**config.mk**
```make
export PLATFORM = sky130hd
export DESIGN_NAME = resdmac
export DESIGN_NICKNAME = d
export VERILOG_FILES = /design/src/dmacPkg.sv /design/src/portBusIf.sv /design/src/portArbiter.sv /design/src/dmaRegisters.sv /design/src/byteFifo.sv /design/src/scsiDmaEngine.sv /design/src/busMaster.sv /design/src/resdmac.sv
export VERILOG_INCLUDE_DIRS = /design/src /design/src/include
export SDC_FILE = /design/constraint.sdc
export NUM_CORES = 1
export LEC_CHECK = 0
export ABC_AREA = 1
export BUFFER_PORTS_ARGS = -buffer_cell sky130_fd_sc_hd__buf_2
export CORE_ASPECT_RATIO = 0.9
export CORE_MARGIN = 4
export CORE_UTILIZATION = 56
export CTS_CLUSTER_DIAMETER = 50
export DETAILED_ROUTE_END_ITERATION = 6
export PLACE_DENSITY = 0.77
export SLEW_MARGIN = 40
export SYNTH_ARGS = -nofsm -noshare
export SYNTH_HDL_FRONTEND = slang
export SYNTH_SLANG_ARGS = --single-unit
```
**constraint.sdc**
```tcl
create_clock -name nSCLK -period 2.9 [get_ports nSCLK]
set_clock_uncertainty 0.05 [all_clocks]
set_input_delay 0.435 -clock nSCLK [delete_from_list [all_inputs] [get_ports nSCLK]]
set_output_delay 0.435 -clock nSCLK [all_outputs]
set_load 0.02 [all_outputs]
```
**src/include/dmac_defs.svh**
```systemverilog
`ifndef DMAC_DEFS_SVH
`define DMAC_DEFS_SVH

// FIFO entries, power of two
`define DMAC_FIFO_DEPTH 8

// Cycles each peripheral strobe is held
`define DMAC_PORT_CYCLES 3

// Host register address width
`define DMAC_REG_ADDR_W 3

`endif

```
**src/dmacPkg.sv**
```systemverilog
`include "dmac_defs.svh"

package dmacPkg;

    typedef logic [7:0]  byteT;     // Peripheral port byte
    typedef logic [31:0] wordT;     // Host bus word
    typedef logic [3:0]  byteEnT;   // One bit per memory lane

    // Byte plus end-of-transfer marker
    typedef struct packed {
        logic last;
        byteT data;
    } fifoEntryT;

    typedef enum logic [`DMAC_REG_ADDR_W-1:0] {
        CTRL   = 3'd0,
        ADDR   = 3'd1,
        COUNT  = 3'd2,
        STATUS = 3'd3,
        WINDOW = 3'd4
    } regIdxE;

endpackage

```
**src/portBusIf.sv**
```systemverilog
`timescale 1ns/1ps

interface portBusIf;
    import dmacPkg::*;

    logic valid;
    logic ready;    // Single-cycle pulse, ends the request
    logic write;
    logic dack;     // High selects DACK, low selects chip CS
    byteT wdata;
    byteT rdata;

    modport requester (
        output valid, write, dack, wdata,
        input  ready, rdata
    );

    modport arbiter (
        input  valid, write, dack, wdata,
        output ready, rdata
    );

endinterface

```
**src/portArbiter.sv**
```systemverilog
`timescale 1ns/1ps
`include "dmac_defs.svh"

module portArbiter (
    input  logic          nSCLK,
    input  logic          nAS_,
    portBusIf.arbiter     cpuPort,
    portBusIf.arbiter     dmaPort,
    input  dmacPkg::byteT pdData_i,
    output dmacPkg::byteT pdData_o,
    output logic          pdRead_o,
    output logic          pdWrite_o,
    output logic          pdCs_o,
    output logic          pdDack_o
);
    import dmacPkg::*;

    localparam int CNT_W = $clog2(`DMAC_PORT_CYCLES + 1);

    typedef enum logic [1:0] {
        ARB_IDLE,
        ARB_STROBE,
        ARB_ACK
    } arbStateE;

    arbStateE         state;
    logic             grantCpu;    // Owner of the current access
    logic [CNT_W-1:0] strobeCnt;
    logic             strobing;
    logic             grantWrite;
    logic             grantDack;
    byteT             rdataQ;

    assign strobing   = (state == ARB_STROBE);
    assign grantWrite = grantCpu ? cpuPort.write : dmaPort.write;
    assign grantDack  = grantCpu ? cpuPort.dack : dmaPort.dack;

    assign pdRead_o  = strobing && !grantWrite;
    assign pdWrite_o = strobing && grantWrite;
    assign pdCs_o    = strobing && !grantDack;
    assign pdDack_o  = strobing && grantDack;
    assign pdData_o  = grantCpu ? cpuPort.wdata : dmaPort.wdata;

    assign cpuPort.ready = (state == ARB_ACK) && grantCpu;
    assign dmaPort.ready = (state == ARB_ACK) && !grantCpu;
    assign cpuPort.rdata = rdataQ;
    assign dmaPort.rdata = rdataQ;

    always_ff @(posedge nSCLK or negedge nAS_) begin
        if (!nAS_) begin
            state     <= ARB_IDLE;
            grantCpu  <= 1'b0;
            strobeCnt <= '0;
        end else begin
            case (state)
                ARB_IDLE: begin
                    if (cpuPort.valid || dmaPort.valid) begin
                        grantCpu  <= cpuPort.valid;    // CPU window wins a tie
                        strobeCnt <= '0;
                        state     <= ARB_STROBE;
                    end
                end
                ARB_STROBE: begin
                    strobeCnt <= strobeCnt + 1'b1;
                    if (strobeCnt == CNT_W'(`DMAC_PORT_CYCLES - 1)) begin
                        state <= ARB_ACK;
                    end
                end
                default: state <= ARB_IDLE;    // ACK lasts one cycle
            endcase
        end
    end

    // Sample the chip on the last strobe cycle
    always_ff @(posedge nSCLK) begin
        if (strobing && strobeCnt == CNT_W'(`DMAC_PORT_CYCLES - 1)) begin
            rdataQ <= pdData_i;
        end
    end

endmodule

```
**src/dmaRegisters.sv**
```systemverilog
`timescale 1ns/1ps
`include "dmac_defs.svh"

module dmaRegisters (
    input  logic                        nSCLK,
    input  logic                        nAS_,
    input  logic                        regValid_i,
    input  logic                        regWrite_i,
    input  logic [`DMAC_REG_ADDR_W-1:0] regAddr_i,
    input  dmacPkg::wordT               regWdata_i,
    output logic                        regReady_o,
    output dmacPkg::wordT               regRdata_o,
    portBusIf.requester                 windowPort,
    input  logic                        scsiInt_i,
    input  logic                        xferDone_i,
    input  logic                        fifoEmpty_i,
    output logic                        start_o,
    output dmacPkg::wordT               startAddr_o,
    output dmacPkg::wordT               byteCount_o,
    output logic                        irq_o
);
    import dmacPkg::*;

    regIdxE regIdx;
    logic   accept;      // Host access taken this cycle
    logic   winDone;
    logic   intEn;
    logic   busy;
    logic   done;
    wordT   readMux;

    assign regIdx  = regIdxE'(regAddr_i);
    assign accept  = regValid_i && !regReady_o && !windowPort.valid;
    assign winDone = windowPort.valid && windowPort.ready;
    assign irq_o   = intEn && (done || scsiInt_i);

    assign windowPort.dack = 1'b0;    // Window always targets chip CS

    always_comb begin
        case (regIdx)
            CTRL:    readMux = {29'd0, intEn, 2'b00};    // Start reads back as zero
            ADDR:    readMux = startAddr_o;
            COUNT:   readMux = byteCount_o;
            STATUS:  readMux = {29'd0, scsiInt_i, done, busy};
            default: readMux = '0;
        endcase
    end

    always_ff @(posedge nSCLK or negedge nAS_) begin
        if (!nAS_) begin
            regReady_o       <= 1'b0;
            windowPort.valid <= 1'b0;
            start_o          <= 1'b0;
            intEn            <= 1'b0;
            busy             <= 1'b0;
            done             <= 1'b0;
            startAddr_o      <= '0;
            byteCount_o      <= '0;
        end else begin
            regReady_o <= 1'b0;
            start_o    <= 1'b0;
            if (winDone) begin
                windowPort.valid <= 1'b0;
                regReady_o       <= 1'b1;    // Host waits out the port access
            end
            if (accept) begin
                if (regIdx == WINDOW) begin
                    windowPort.valid <= 1'b1;
                end else begin
                    regReady_o <= 1'b1;
                end
                if (regWrite_i) begin
                    case (regIdx)
                        CTRL: begin
                            intEn <= regWdata_i[2];
                            if (regWdata_i[0] && byteCount_o != '0 && !busy && fifoEmpty_i) begin
                                start_o <= 1'b1;
                                busy    <= 1'b1;
                                done    <= 1'b0;
                            end
                        end
                        ADDR:    startAddr_o <= regWdata_i;
                        COUNT:   byteCount_o <= regWdata_i;
                        STATUS: begin
                            if (regWdata_i[1]) begin
                                done <= 1'b0;    // Write one to clear
                            end
                        end
                        default: ;
                    endcase
                end
            end
            if (xferDone_i) begin
                busy <= 1'b0;
                done <= 1'b1;
            end
        end
    end

    always_ff @(posedge nSCLK) begin
        if (winDone) begin
            regRdata_o <= {24'd0, windowPort.rdata};
        end else if (accept && regIdx != WINDOW) begin
            regRdata_o <= readMux;
        end
        if (accept && regIdx == WINDOW) begin
            windowPort.write <= regWrite_i;
            windowPort.wdata <= regWdata_i[7:0];
        end
    end

endmodule

```
**src/byteFifo.sv**
```systemverilog
`timescale 1ns/1ps
`include "dmac_defs.svh"

module byteFifo (
    input  logic               nSCLK,
    input  logic               nAS_,
    input  logic               push_i,
    input  dmacPkg::fifoEntryT pushEntry_i,
    output logic               full_o,
    input  logic               pop_i,
    output dmacPkg::fifoEntryT popEntry_o,
    output logic               empty_o
);
    import dmacPkg::*;

    localparam int DEPTH = `DMAC_FIFO_DEPTH;
    localparam int PTR_W = $clog2(DEPTH);

    fifoEntryT        mem [DEPTH];
    logic [PTR_W-1:0] wrPtr;
    logic [PTR_W-1:0] rdPtr;
    logic [PTR_W:0]   count;    // One extra bit to tell full from empty
    logic             doPush;
    logic             doPop;

    assign doPush     = push_i && !full_o;
    assign doPop      = pop_i && !empty_o;
    assign full_o     = (count == (PTR_W + 1)'(DEPTH));
    assign empty_o    = (count == '0);
    assign popEntry_o = mem[rdPtr];    // Head is visible before the pop

    always_ff @(posedge nSCLK) begin
        if (doPush) begin
            mem[wrPtr] <= pushEntry_i;
        end
    end

    always_ff @(posedge nSCLK or negedge nAS_) begin
        if (!nAS_) begin
            wrPtr <= '0;
            rdPtr <= '0;
            count <= '0;
        end else begin
            if (doPush) wrPtr <= wrPtr + 1'b1;    // Wraps at DEPTH
            if (doPop) rdPtr <= rdPtr + 1'b1;
            case ({doPush, doPop})
                2'b10:   count <= count + 1'b1;
                2'b01:   count <= count - 1'b1;
                default: ;
            endcase
        end
    end

endmodule

```
**src/scsiDmaEngine.sv**
```systemverilog
`timescale 1ns/1ps

module scsiDmaEngine (
    input  logic               nSCLK,
    input  logic               nAS_,
    input  logic               start_i,
    input  dmacPkg::wordT      byteCount_i,
    input  logic               drq_i,
    input  logic               fifoFull_i,
    portBusIf.requester        dmaPort,
    output logic               push_o,
    output dmacPkg::fifoEntryT pushEntry_o
);
    import dmacPkg::*;

    wordT remaining;    // Bytes still to fetch
    logic byteDone;

    assign byteDone = dmaPort.valid && dmaPort.ready;

    // DMA side only reads through DACK
    assign dmaPort.write = 1'b0;
    assign dmaPort.dack  = 1'b1;
    assign dmaPort.wdata = '0;

    // Returned byte goes straight into the FIFO
    assign push_o      = byteDone;
    assign pushEntry_o = '{last: (remaining == 32'd1), data: dmaPort.rdata};

    always_ff @(posedge nSCLK or negedge nAS_) begin
        if (!nAS_) begin
            remaining     <= '0;
            dmaPort.valid <= 1'b0;
        end else if (start_i) begin
            remaining     <= byteCount_i;
            dmaPort.valid <= 1'b0;
        end else if (byteDone) begin
            dmaPort.valid <= 1'b0;
            remaining     <= remaining - 32'd1;
        end else if (!dmaPort.valid && remaining != '0 && drq_i && !fifoFull_i) begin
            // One byte in flight at most, so a free slot stays free
            dmaPort.valid <= 1'b1;
        end
    end

endmodule

```
**src/busMaster.sv**
```systemverilog
`timescale 1ns/1ps

module busMaster (
    input  logic               nSCLK,
    input  logic               nAS_,
    input  logic               start_i,
    input  dmacPkg::wordT      startAddr_i,
    output logic               pop_o,
    input  dmacPkg::fifoEntryT popEntry_i,
    input  logic               empty_i,
    output logic               memValid_o,
    input  logic               memReady_i,
    output dmacPkg::wordT      memAddr_o,
    output dmacPkg::wordT      memData_o,
    output dmacPkg::byteEnT    memByteEn_o,
    output logic               xferDone_o
);
    import dmacPkg::*;

    logic [1:0] lane;          // Next lane to fill
    logic       lastPending;   // Word in flight ends the transfer
    logic       accepted;
    logic       wordFull;

    // Packing stops while a word waits on the bus
    assign pop_o    = !memValid_o && !empty_i;
    assign accepted = memValid_o && memReady_i;
    assign wordFull = (lane == 2'd3) || popEntry_i.last;

    always_ff @(posedge nSCLK or negedge nAS_) begin
        if (!nAS_) begin
            memValid_o  <= 1'b0;
            memByteEn_o <= '0;
            lane        <= 2'd0;
            lastPending <= 1'b0;
            xferDone_o  <= 1'b0;
        end else begin
            xferDone_o <= 1'b0;
            if (start_i) begin
                memByteEn_o <= '0;
                lane        <= 2'd0;
                lastPending <= 1'b0;
            end else if (accepted) begin
                memValid_o  <= 1'b0;
                memByteEn_o <= '0;
                if (lastPending) begin
                    xferDone_o  <= 1'b1;
                    lastPending <= 1'b0;
                end
            end else if (pop_o) begin
                memByteEn_o[lane] <= 1'b1;
                memValid_o        <= wordFull;
                lane              <= popEntry_i.last ? 2'd0 : lane + 2'd1;
                if (popEntry_i.last) begin
                    lastPending <= 1'b1;
                end
            end
        end
    end

    // Lane k of the word holds byte k, little-endian
    always_ff @(posedge nSCLK) begin
        if (start_i) begin
            memAddr_o <= startAddr_i;
            memData_o <= '0;
        end else if (accepted) begin
            memAddr_o <= memAddr_o + 32'd4;
            memData_o <= '0;    // Unused lanes of a short word stay zero
        end else if (pop_o) begin
            memData_o[8*lane +: 8] <= popEntry_i.data;
        end
    end

endmodule

```
**src/resdmac.sv**
```systemverilog
`timescale 1ns/1ps
`include "dmac_defs.svh"

module resdmac (
    input  logic                        nSCLK,
    input  logic                        nAS_,
    input  logic                        regValid_i,
    input  logic                        regWrite_i,
    input  logic [`DMAC_REG_ADDR_W-1:0] regAddr_i,
    input  dmacPkg::wordT               regWdata_i,
    output logic                        regReady_o,
    output dmacPkg::wordT               regRdata_o,
    output logic                        memValid_o,
    input  logic                        memReady_i,
    output dmacPkg::wordT               memAddr_o,
    output dmacPkg::wordT               memData_o,
    output dmacPkg::byteEnT             memByteEn_o,
    input  dmacPkg::byteT               pdData_i,
    output dmacPkg::byteT               pdData_o,
    output logic                        pdRead_o,
    output logic                        pdWrite_o,
    output logic                        pdCs_o,
    output logic                        pdDack_o,
    input  logic                        drq_i,
    input  logic                        scsiInt_i,
    output logic                        irq_o
);
    import dmacPkg::*;

    logic      startPulse;
    wordT      startAddr;
    wordT      byteCount;
    logic      xferDone;
    logic      fifoFull;
    logic      fifoEmpty;
    logic      push;
    fifoEntryT pushEntry;
    logic      pop;
    fifoEntryT popEntry;

    portBusIf windowBus ();    // CPU access to the chip register
    portBusIf dmaBus ();       // DACK byte reads

    dmaRegisters uRegisters (
        .nSCLK       (nSCLK      ),
        .nAS_        (nAS_       ),
        .regValid_i  (regValid_i ),
        .regWrite_i  (regWrite_i ),
        .regAddr_i   (regAddr_i  ),
        .regWdata_i  (regWdata_i ),
        .regReady_o  (regReady_o ),
        .regRdata_o  (regRdata_o ),
        .windowPort  (windowBus  ),
        .scsiInt_i   (scsiInt_i  ),
        .xferDone_i  (xferDone   ),
        .fifoEmpty_i (fifoEmpty  ),
        .start_o     (startPulse ),
        .startAddr_o (startAddr  ),
        .byteCount_o (byteCount  ),
        .irq_o       (irq_o      )
    );

    scsiDmaEngine uEngine (
        .nSCLK       (nSCLK      ),
        .nAS_        (nAS_       ),
        .start_i     (startPulse ),
        .byteCount_i (byteCount  ),
        .drq_i       (drq_i      ),
        .fifoFull_i  (fifoFull   ),
        .dmaPort     (dmaBus     ),
        .push_o      (push       ),
        .pushEntry_o (pushEntry  )
    );

    byteFifo uFifo (
        .nSCLK       (nSCLK      ),
        .nAS_        (nAS_       ),
        .push_i      (push       ),
        .pushEntry_i (pushEntry  ),
        .full_o      (fifoFull   ),
        .pop_i       (pop        ),
        .popEntry_o  (popEntry   ),
        .empty_o     (fifoEmpty  )
    );

    busMaster uMaster (
        .nSCLK       (nSCLK      ),
        .nAS_        (nAS_       ),
        .start_i     (startPulse ),
        .startAddr_i (startAddr  ),
        .pop_o       (pop        ),
        .popEntry_i  (popEntry   ),
        .empty_i     (fifoEmpty  ),
        .memValid_o  (memValid_o ),
        .memReady_i  (memReady_i ),
        .memAddr_o   (memAddr_o  ),
        .memData_o   (memData_o  ),
        .memByteEn_o (memByteEn_o),
        .xferDone_o  (xferDone   )
    );

    portArbiter uArbiter (
        .nSCLK     (nSCLK    ),
        .nAS_      (nAS_     ),
        .cpuPort   (windowBus),
        .dmaPort   (dmaBus   ),
        .pdData_i  (pdData_i ),
        .pdData_o  (pdData_o ),
        .pdRead_o  (pdRead_o ),
        .pdWrite_o (pdWrite_o),
        .pdCs_o    (pdCs_o   ),
        .pdDack_o  (pdDack_o )
    );

endmodule

```
# Word level (Yosys, flattened, before mapping)
# Memory sizes are Yosys's and may differ from the RTL's.
# Cells that the tools add are included.
[totals]
out_inout_bits = 115
wordCells = 192
mem_bits_rw = 72
memories = 1
in_bits = 50
regBits = 240
[classes]
eq_ne = 18
n_reduce_logical = 69
addsub = 9
n_bitwise = 2
n_mux = 61
n_lt_le_gt_ge = 2
shift = 2
[mem_list]
columns = ["name", "words", "width", "rd", "rd_clocked_by_memory_dff", "write_ports", "line_no", "source"]
rows = [
  ["uFifo.mem", 8, 9, 1, 0, 1, "byteFifo.sv:19", "fifoEntryT mem [DEPTH];"],
]
[ops]
columns = ["operator", "count"]
rows = [
  ["32-bit two-way mux", 4],
  ["32-bit case mux with 4 select lines", 1],
  ["32-bit nonzero test", 2],
  ["1-bit two-way mux", 37],
  ["5-bit negation with 34-bit output", 1],
  ["8-bit by 34-bit variable shift with 32-bit output (first input constant)", 1],
  ["8-bit by 34-bit indexed part select with 32-bit output", 1],
  ["32-bit by 3-bit adder with 32-bit output (second input constant)", 1],
  ["32-bit bitwise mux", 1],
  ["32-bit by 1-bit equality test with 1-bit output (second input constant)", 1],
  ["32-bit by 1-bit subtractor with 32-bit output (second input constant)", 1],
  ["1-bit logical AND", 25],
  ["8-bit two-way mux", 3],
  ["2-bit nonzero test", 11],
  ["2-bit two-way mux", 7],
  ["4-bit two-way mux", 3],
  ["2-bit AND reduction", 6],
  ["3-bit nonzero test", 4],
  ["1-bit logical NOT", 9],
  ["3-bit AND reduction", 3],
  ["2-bit equality test (second input constant)", 4],
  ["2-bit case mux with 2 select lines", 2],
  ["4-bit case mux with 2 select lines", 1],
  ["3-bit by 1-bit adder with 3-bit output (second input constant)", 2],
  ["other kinds (26)", 32],
]

# Depth between registers and ports, before layout
[depth]
word_depth = 9
depth_mapped = 12
depth_no_buf = 12

# By module
# A second synthesis with hierarchy kept.
[hier_totals]
cells_unflattened = 1891
hier_area_um2 = 15690.0
[modules_own_cells]
columns = ["mod", "n_inst", "seq_area_each_um2", "cells_each", "area_per_inst_um2"]
rows = [
  ["dmaRegisters", 1, 2742.6, 519, 4648.2],
  ["busMaster", 1, 1826.8, 499, 3983.8],
  ["byteFifo", 1, 2412.3, 391, 3757.4],
  ["scsiDmaEngine", 1, 825.8, 401, 2617.5],
  ["portArbiter", 1, 365.4, 81, 683.2],
]

# Worst setup path after synthesis
# No wires, ideal clock.
[synth_path]
path_type = "reg2reg"
from = "register uFifo.count[1]"
to = "register uFifo.count[3]"
path_stages_with_launch = 12
required_time_ps = 2725
setup_time_ps = 125
setup_slack_ps = 646
arrival_time_ps = 2079
n_path_buf = 1
synth_period_minus_slack_ps = 2254
path_cell_list = "dfrtp_1 > nor2_1 > nand2_2 > nand2_4 > inv_4 > buf_6 > ha_1 > ha_1 > a21oi_1 > o21ai_0 > xor2_1 > mux2_2"
[synth_via]
elab_chain_len = 6
[synth_lines]
columns = ["item", "line_no", "source"]
rows = [
  ["start: declaration", "byteFifo.sv:22", "logic [PTR_W:0] count;"],
  ["start signal: assignment", "byteFifo.sv:47", "2'b10: count <= count + 1'b1;"],
  ["start signal: assignment", "byteFifo.sv:48", "2'b01: count <= count - 1'b1;"],
  ["4-bit logical NOT (*)", "byteFifo.sv:29", "assign empty_o = (count == '0);"],
  ["1-bit logical NOT (*)", "byteFifo.sv:27, busMaster.sv:26", ""],
  ["1-bit logical AND", "busMaster.sv:26", "assign pop_o = !memValid_o && !empty_i;"],
  ["1-bit logical AND (*)", "byteFifo.sv:27", "assign doPop = pop_i && !empty_o;"],
  ["named net uFifo.doPop", "byteFifo.sv:24", "logic doPop;"],
  ["2-bit by 1-bit equality test with 1-bit output / 2-bit equality test (equally long branches)", "byteFifo.sv:46", "case ({doPush, doPop})"],
  ["4-bit case mux with 2 select lines / 2-bit nonzero test (equally long branches)", "n/a", ""],
]
# The timed path passes the listed nets; every way through them passes the cells marked *.
# A chain may end at the register's enable or synchronous reset.

# Worst setup path in the final report
[layout_path]
from = "register uArbiter.state[0]"
to = "register uFifo.count[3]"
[layout_via]
elab_chain_len = 6
[layout_lines]
columns = ["item", "line_no", "source"]
rows = [
  ["start: declaration", "portArbiter.sv:26", "arbStateE state;"],
  ["start signal: assignment", "portArbiter.sv:51", "state <= ARB_IDLE;"],
  ["start signal: assignment", "portArbiter.sv:60", "state <= ARB_STROBE;"],
  ["start signal: assignment", "portArbiter.sv:66", "state <= ARB_ACK;"],
  ["2-bit equality test (*)", "portArbiter.sv:45", "assign dmaPort.ready = (state == ARB_ACK) && !grantCpu;"],
  ["1-bit logical AND (*)", "portArbiter.sv:45", ""],
  ["1-bit logical AND (*)", "scsiDmaEngine.sv:19", "assign byteDone = dmaPort.valid && dmaPort.ready;"],
  ["1-bit logical AND (*)", "byteFifo.sv:26", "assign doPush = push_i && !full_o;"],
  ["2-bit by 1-bit equality test with 1-bit output / 2-bit equality test (equally long branches)", "byteFifo.sv:46", ""],
  ["4-bit case mux with 2 select lines / 2-bit nonzero test (equally long branches)", "n/a", ""],
]
# Every way passes the cells marked *; elsewhere a longest branch is shown, timed or not.

==> results by group <==
Synthesis
  – Count of state elements after synthesis: 312
  – Fraction of synthesized cell area taken by the top area cell type: 25.6%
  – Number of flops mapped to enable cells by yosys: 129
  – Net count after synthesis: 1,805
  – Most used flip-flop cell after synthesis: edfxtp_1
  – Synth warnings: 0
  – Number of standard cells after synthesis: 1,736
  – Syn avg cell area: 8.73 sq um
  – Top cells by area in the synthesized netlist: edfxtp_1 (26%), dfrtp_1 (21%), nand2_1 (12%)
  – Top cell type by total area after synthesis: edfxtp_1
  – Ys async rst share: 40.7%
  – Synthesized area: 15,200 sq um
  – Distinct cell type count of the synthesized netlist: 51
  – Sequential share of the synthesized area: 53.9%

Worst setup path
  – Kind of cell with the highest combined delay on the critical path: adder cells
  – Highest net fanout along the worst path: 5
  – Data arrival time of the worst path: 2.87 ns
  – Depth of the worst register-to-register path: 12
  – Setup crit start kind: flip-flop
  – CP max stage cell: dfrtp_1
  – Minimum setup slack among reg-to-reg paths: 0.37 ns
  – Buffers and inverters on the worst path: 3
  – Launch point of the worst reg-to-reg path: uArbiter.state[0]
  – Worst r2r dst: uFifo.count[3]
  – Cells along the critical path: inv_1, nand2_1, inv_1, nand3_2, nor2_2, inv_1, ha_1, ha_1, a21oi_1, o21ai_0, xor2_1, mux2_2
  – Critical setup path kind: flip-flop to flip-flop
  – Critical Path End Type: flip-flop
  – Required time of the worst setup path: 3.24 ns
  – Critical path's largest stage delay: 0.38 ns
  – Cell with the most instances on the worst path: inv_1

Floorplanning
  – Row Count: 56
  – Die outline width: 181 microns
  – Die Height: 164 microns
  – Core area: 26,300 sq um
  – Top-Level Pins: 165
  – Starting Density: 57.5%
  – Area of the die: 29,800 sq um

Worst hold path
  – Worst hold endpoint: uArbiter.cpuPort.rdata[2]
  – Class of the most critical hold timing path: primary input to flip-flop
  – Worst min-delay path startpoint: pdData_i[2]
  – Hold Crit Depth: 1

Layout
  – Layout Area Growth over Synthesis: 15.0%
  – Final #Nets: 1,970
  – Non-Filler Instances: 2,275
  – Fillers: 2,156
  – Ratio of cells with drive above 1 in the final layout: 17.9%
  – ANT cells: 0

Run status
  – Outcome: completed

STA
  – Hold slack: 0.0469 ns
  – RSZ-0062 raised after global routing: no
  – Total of endpoints with negative setup slack in the final report: 0
  – Total count of hold-check failures in the final report: 0
  – Slew margin rel.: 46.1%
  – Worst-Margin Slew: 0.806 ns
  – Total Neg Setup Slack: 0 ns
  – Number of max-slew violations in the final report: 0
  – Min Clock Period, post-route: 2.53 ns
  – Max Clk Rate: 395 MHz
  – Final worst-path setup slack: 0.367 ns
  – Period Utilization, post-route: 87.3%

Global routing
  – Wire length of the first global-routing pass: 62.6 mm
  – Number of antenna violations at the first check in global routing: 0
  – Grt total ovfl: 0
  – Number of global-route vias before repair: 12,000
  – Total global-route track usage: 26.2%
  – Pin count of the biggest net entering global routing: 83

Clocking
  – CTS buffer count: 36
  – Clock transition at the registers of the reported paths: 0.06 ns
  – Root Driver: clkbuf_16
  – Count of clock tree sinks: 312
  – Skew-Pair Late Insertion Delay: 0.51 ns
  – H-tree depth reported by CTS: 2
  – Maximum buffer depth of the clock tree: 3
  – Clock tree from TritonCTS: yes
  – Post-CTS repair timing setup buffer count: 0

Place
  – Routability congestion estimate: 1.00
  – Port Buffers: 164
  – Placed wire-length estimate: 28.1 mm
  – Number of placed cells counting well taps: 2,210
  – Setup Slack @ Placement: 0.416 ns

Power
  – Static leakage: 8.02 nW
  – Power Dens Cells: 996 nW/um^2
  – Max VDD drop: 0.000677 V

Drt
  – Total number of vias: 12,300
  – Residual antenna-violating net count after detailed routing: 0
  – Drt wl/cell: 17.4 microns
  – TritonRoute pass-1 iters: 5
  – Average via count per standard cell: 5.43
  – Number of DRC violations after detailed routing: 0
  – Routed wire length: 39.6 mm
  – Number of design-rule violations left by the first detailed-router iteration: 951

Run
  – Number of maximum-capacitance constraint violations: 0
-- cells by family after synthesis --
| family | Yosys count | share of synthesized area, % |
|---|---|---|
| AND/OR/NAND/NOR | 804 | 22.7 |
| flip-flops | 312 | 53.9 |
| buffers and inverters | 299 | 8.37 |
| AO/OA/AOI/OAI | 259 | 10.7 |
| XOR/XNOR | 32 | 1.85 |
| adder cells (fa/ha/maj) | 19 | 1.62 |
| multiplexers | 11 | 0.817 |
-- power breakdown --
group	total, W	leakage, nW	internal, W	switching (W)
sequential	0.00697	3.07	0.00594	0.00103
clock	0.00452	0.574	0.00269	0.00183
combinational	0.00586	4.37	0.00193	0.00393
total	0.0173	8.02	0.0106	0.00679
-- worst max-delay path by stage --
stage	cells after the start	from	end	slack, ns
finish	12	uArbiter.state[0]	uFifo.count[3]	0.37
global route	12	uArbiter.state[0]	uFifo.count[3]	0.17
CTS	12	uArbiter.state[0]	uFifo.count[3]	0.38
detailed placement	12	uArbiter.state[0]	uFifo.count[3]	0.42
global placement	12	uArbiter.state[0]	uFifo.count[3]	0.52
floorplan	11	uFifo.count[1]	uFifo.count[3]	0.65
-- cell usage after synthesis, types with 5 or more instances --
| cell | count |
|---|---|
| a21oi_1 | 53 |
| a21oi_2 | 20 |
| a31oi_1 | 8 |
| buf_2 | 23 |
| buf_4 | 7 |
| buf_6 | 10 |
| clkbuf_1 | 16 |
| dfrtp_1 | 127 |
| dfxtp_1 | 56 |
| edfxtp_1 | 129 |
| ha_1 | 18 |
| inv_1 | 229 |
| inv_2 | 5 |
| mux2_2 | 11 |
| nand2_1 | 473 |
| nand3_1 | 81 |
| nand3b_1 | 8 |
| nand4_1 | 21 |
| nor2_1 | 174 |
| nor2_2 | 7 |
| nor3_1 | 13 |
| o211ai_1 | 6 |
| o21ai_0 | 82 |
| o21ai_2 | 28 |
| o21bai_1 | 8 |
| o221ai_1 | 7 |
| o22ai_1 | 41 |
| xnor2_1 | 9 |
| xor2_1 | 23 |
-- stage by stage --
step / power [W] / util, % / area (sq um)
final: 0.0173 / 66.1 / 17400
after global routing: 0.0184 / 66.1 / 17400
after CTS: 0.0174 / 66.1 / 17400
after detailed placement: 0.0129 / 61.6 / 16200
after global placement: 0.0126 / 61.6 / 16200
after floorplan: 0.0110 / - / 15200
-- layout make-up --
cell class	count	area, sq um	share of cell area, %
clock buffer	49	991	5.69
sequential	312	8170	46.9
tap	348	435	2.50
inverter	238	898	5.16
timing repair buffer	188	1030	5.92
multi-input combinational	1125	5720	32.8
clock inverter	15	175	1.01
-- cell usage in the layout (no fill, tap or decap), types with 10 or more instances in the layout --
cell / Yosys / layout
nand3_1: 81 / 81
o21ai_0: 82 / 82
buf_2: 23 / 163
nor3_1: 13 / 13
inv_1: 229 / 228
clkbuf_1: 16 / 10
nor2_1: 174 / 173
dfxtp_1: 56 / 56
xor2_1: 23 / 23
dfrtp_1: 127 / 127
nand4_1: 21 / 21
a21oi_1: 53 / 53
clkbuf_16: 0 / 37
o21ai_2: 28 / 28
mux2_2: 11 / 11
edfxtp_1: 129 / 129
ha_1: 18 / 18
a21oi_2: 20 / 20
o22ai_1: 41 / 41
nand2_1: 473 / 472
buf_4: 7 / 22
-- routing by layer --
metal  vias up  wire length (microns)  GRT usage (%)
li1       5966                      -              -
met1      5816                  16100           33.7
met4         0                   1820           12.0
met5         -                      0              0
met3        97                   2630           4.25
met2       466                  19000           44.2
-- registers in the layout (all words and copies together), names as in the netlist, 4 cells and up --
signal,cells
uFifo.mem,72
uEngine.remaining,32
uMaster.memAddr_o,32
uMaster.memData_o,32
uRegisters.byteCount_o,32
uRegisters.regRdata_o,32
uRegisters.startAddr_o,32
uArbiter.cpuPort.rdata,8
uRegisters.windowPort.wdata,8
uFifo.count,4
uMaster.memByteEn_o,4
-- timing repair --
action                                 CTS  global route
hold buffers                             1             0
endpoints found under the hold margin   13             0
gates resized for setup                  0             0
No activity file was read; power rests on OpenSTA's default activity.
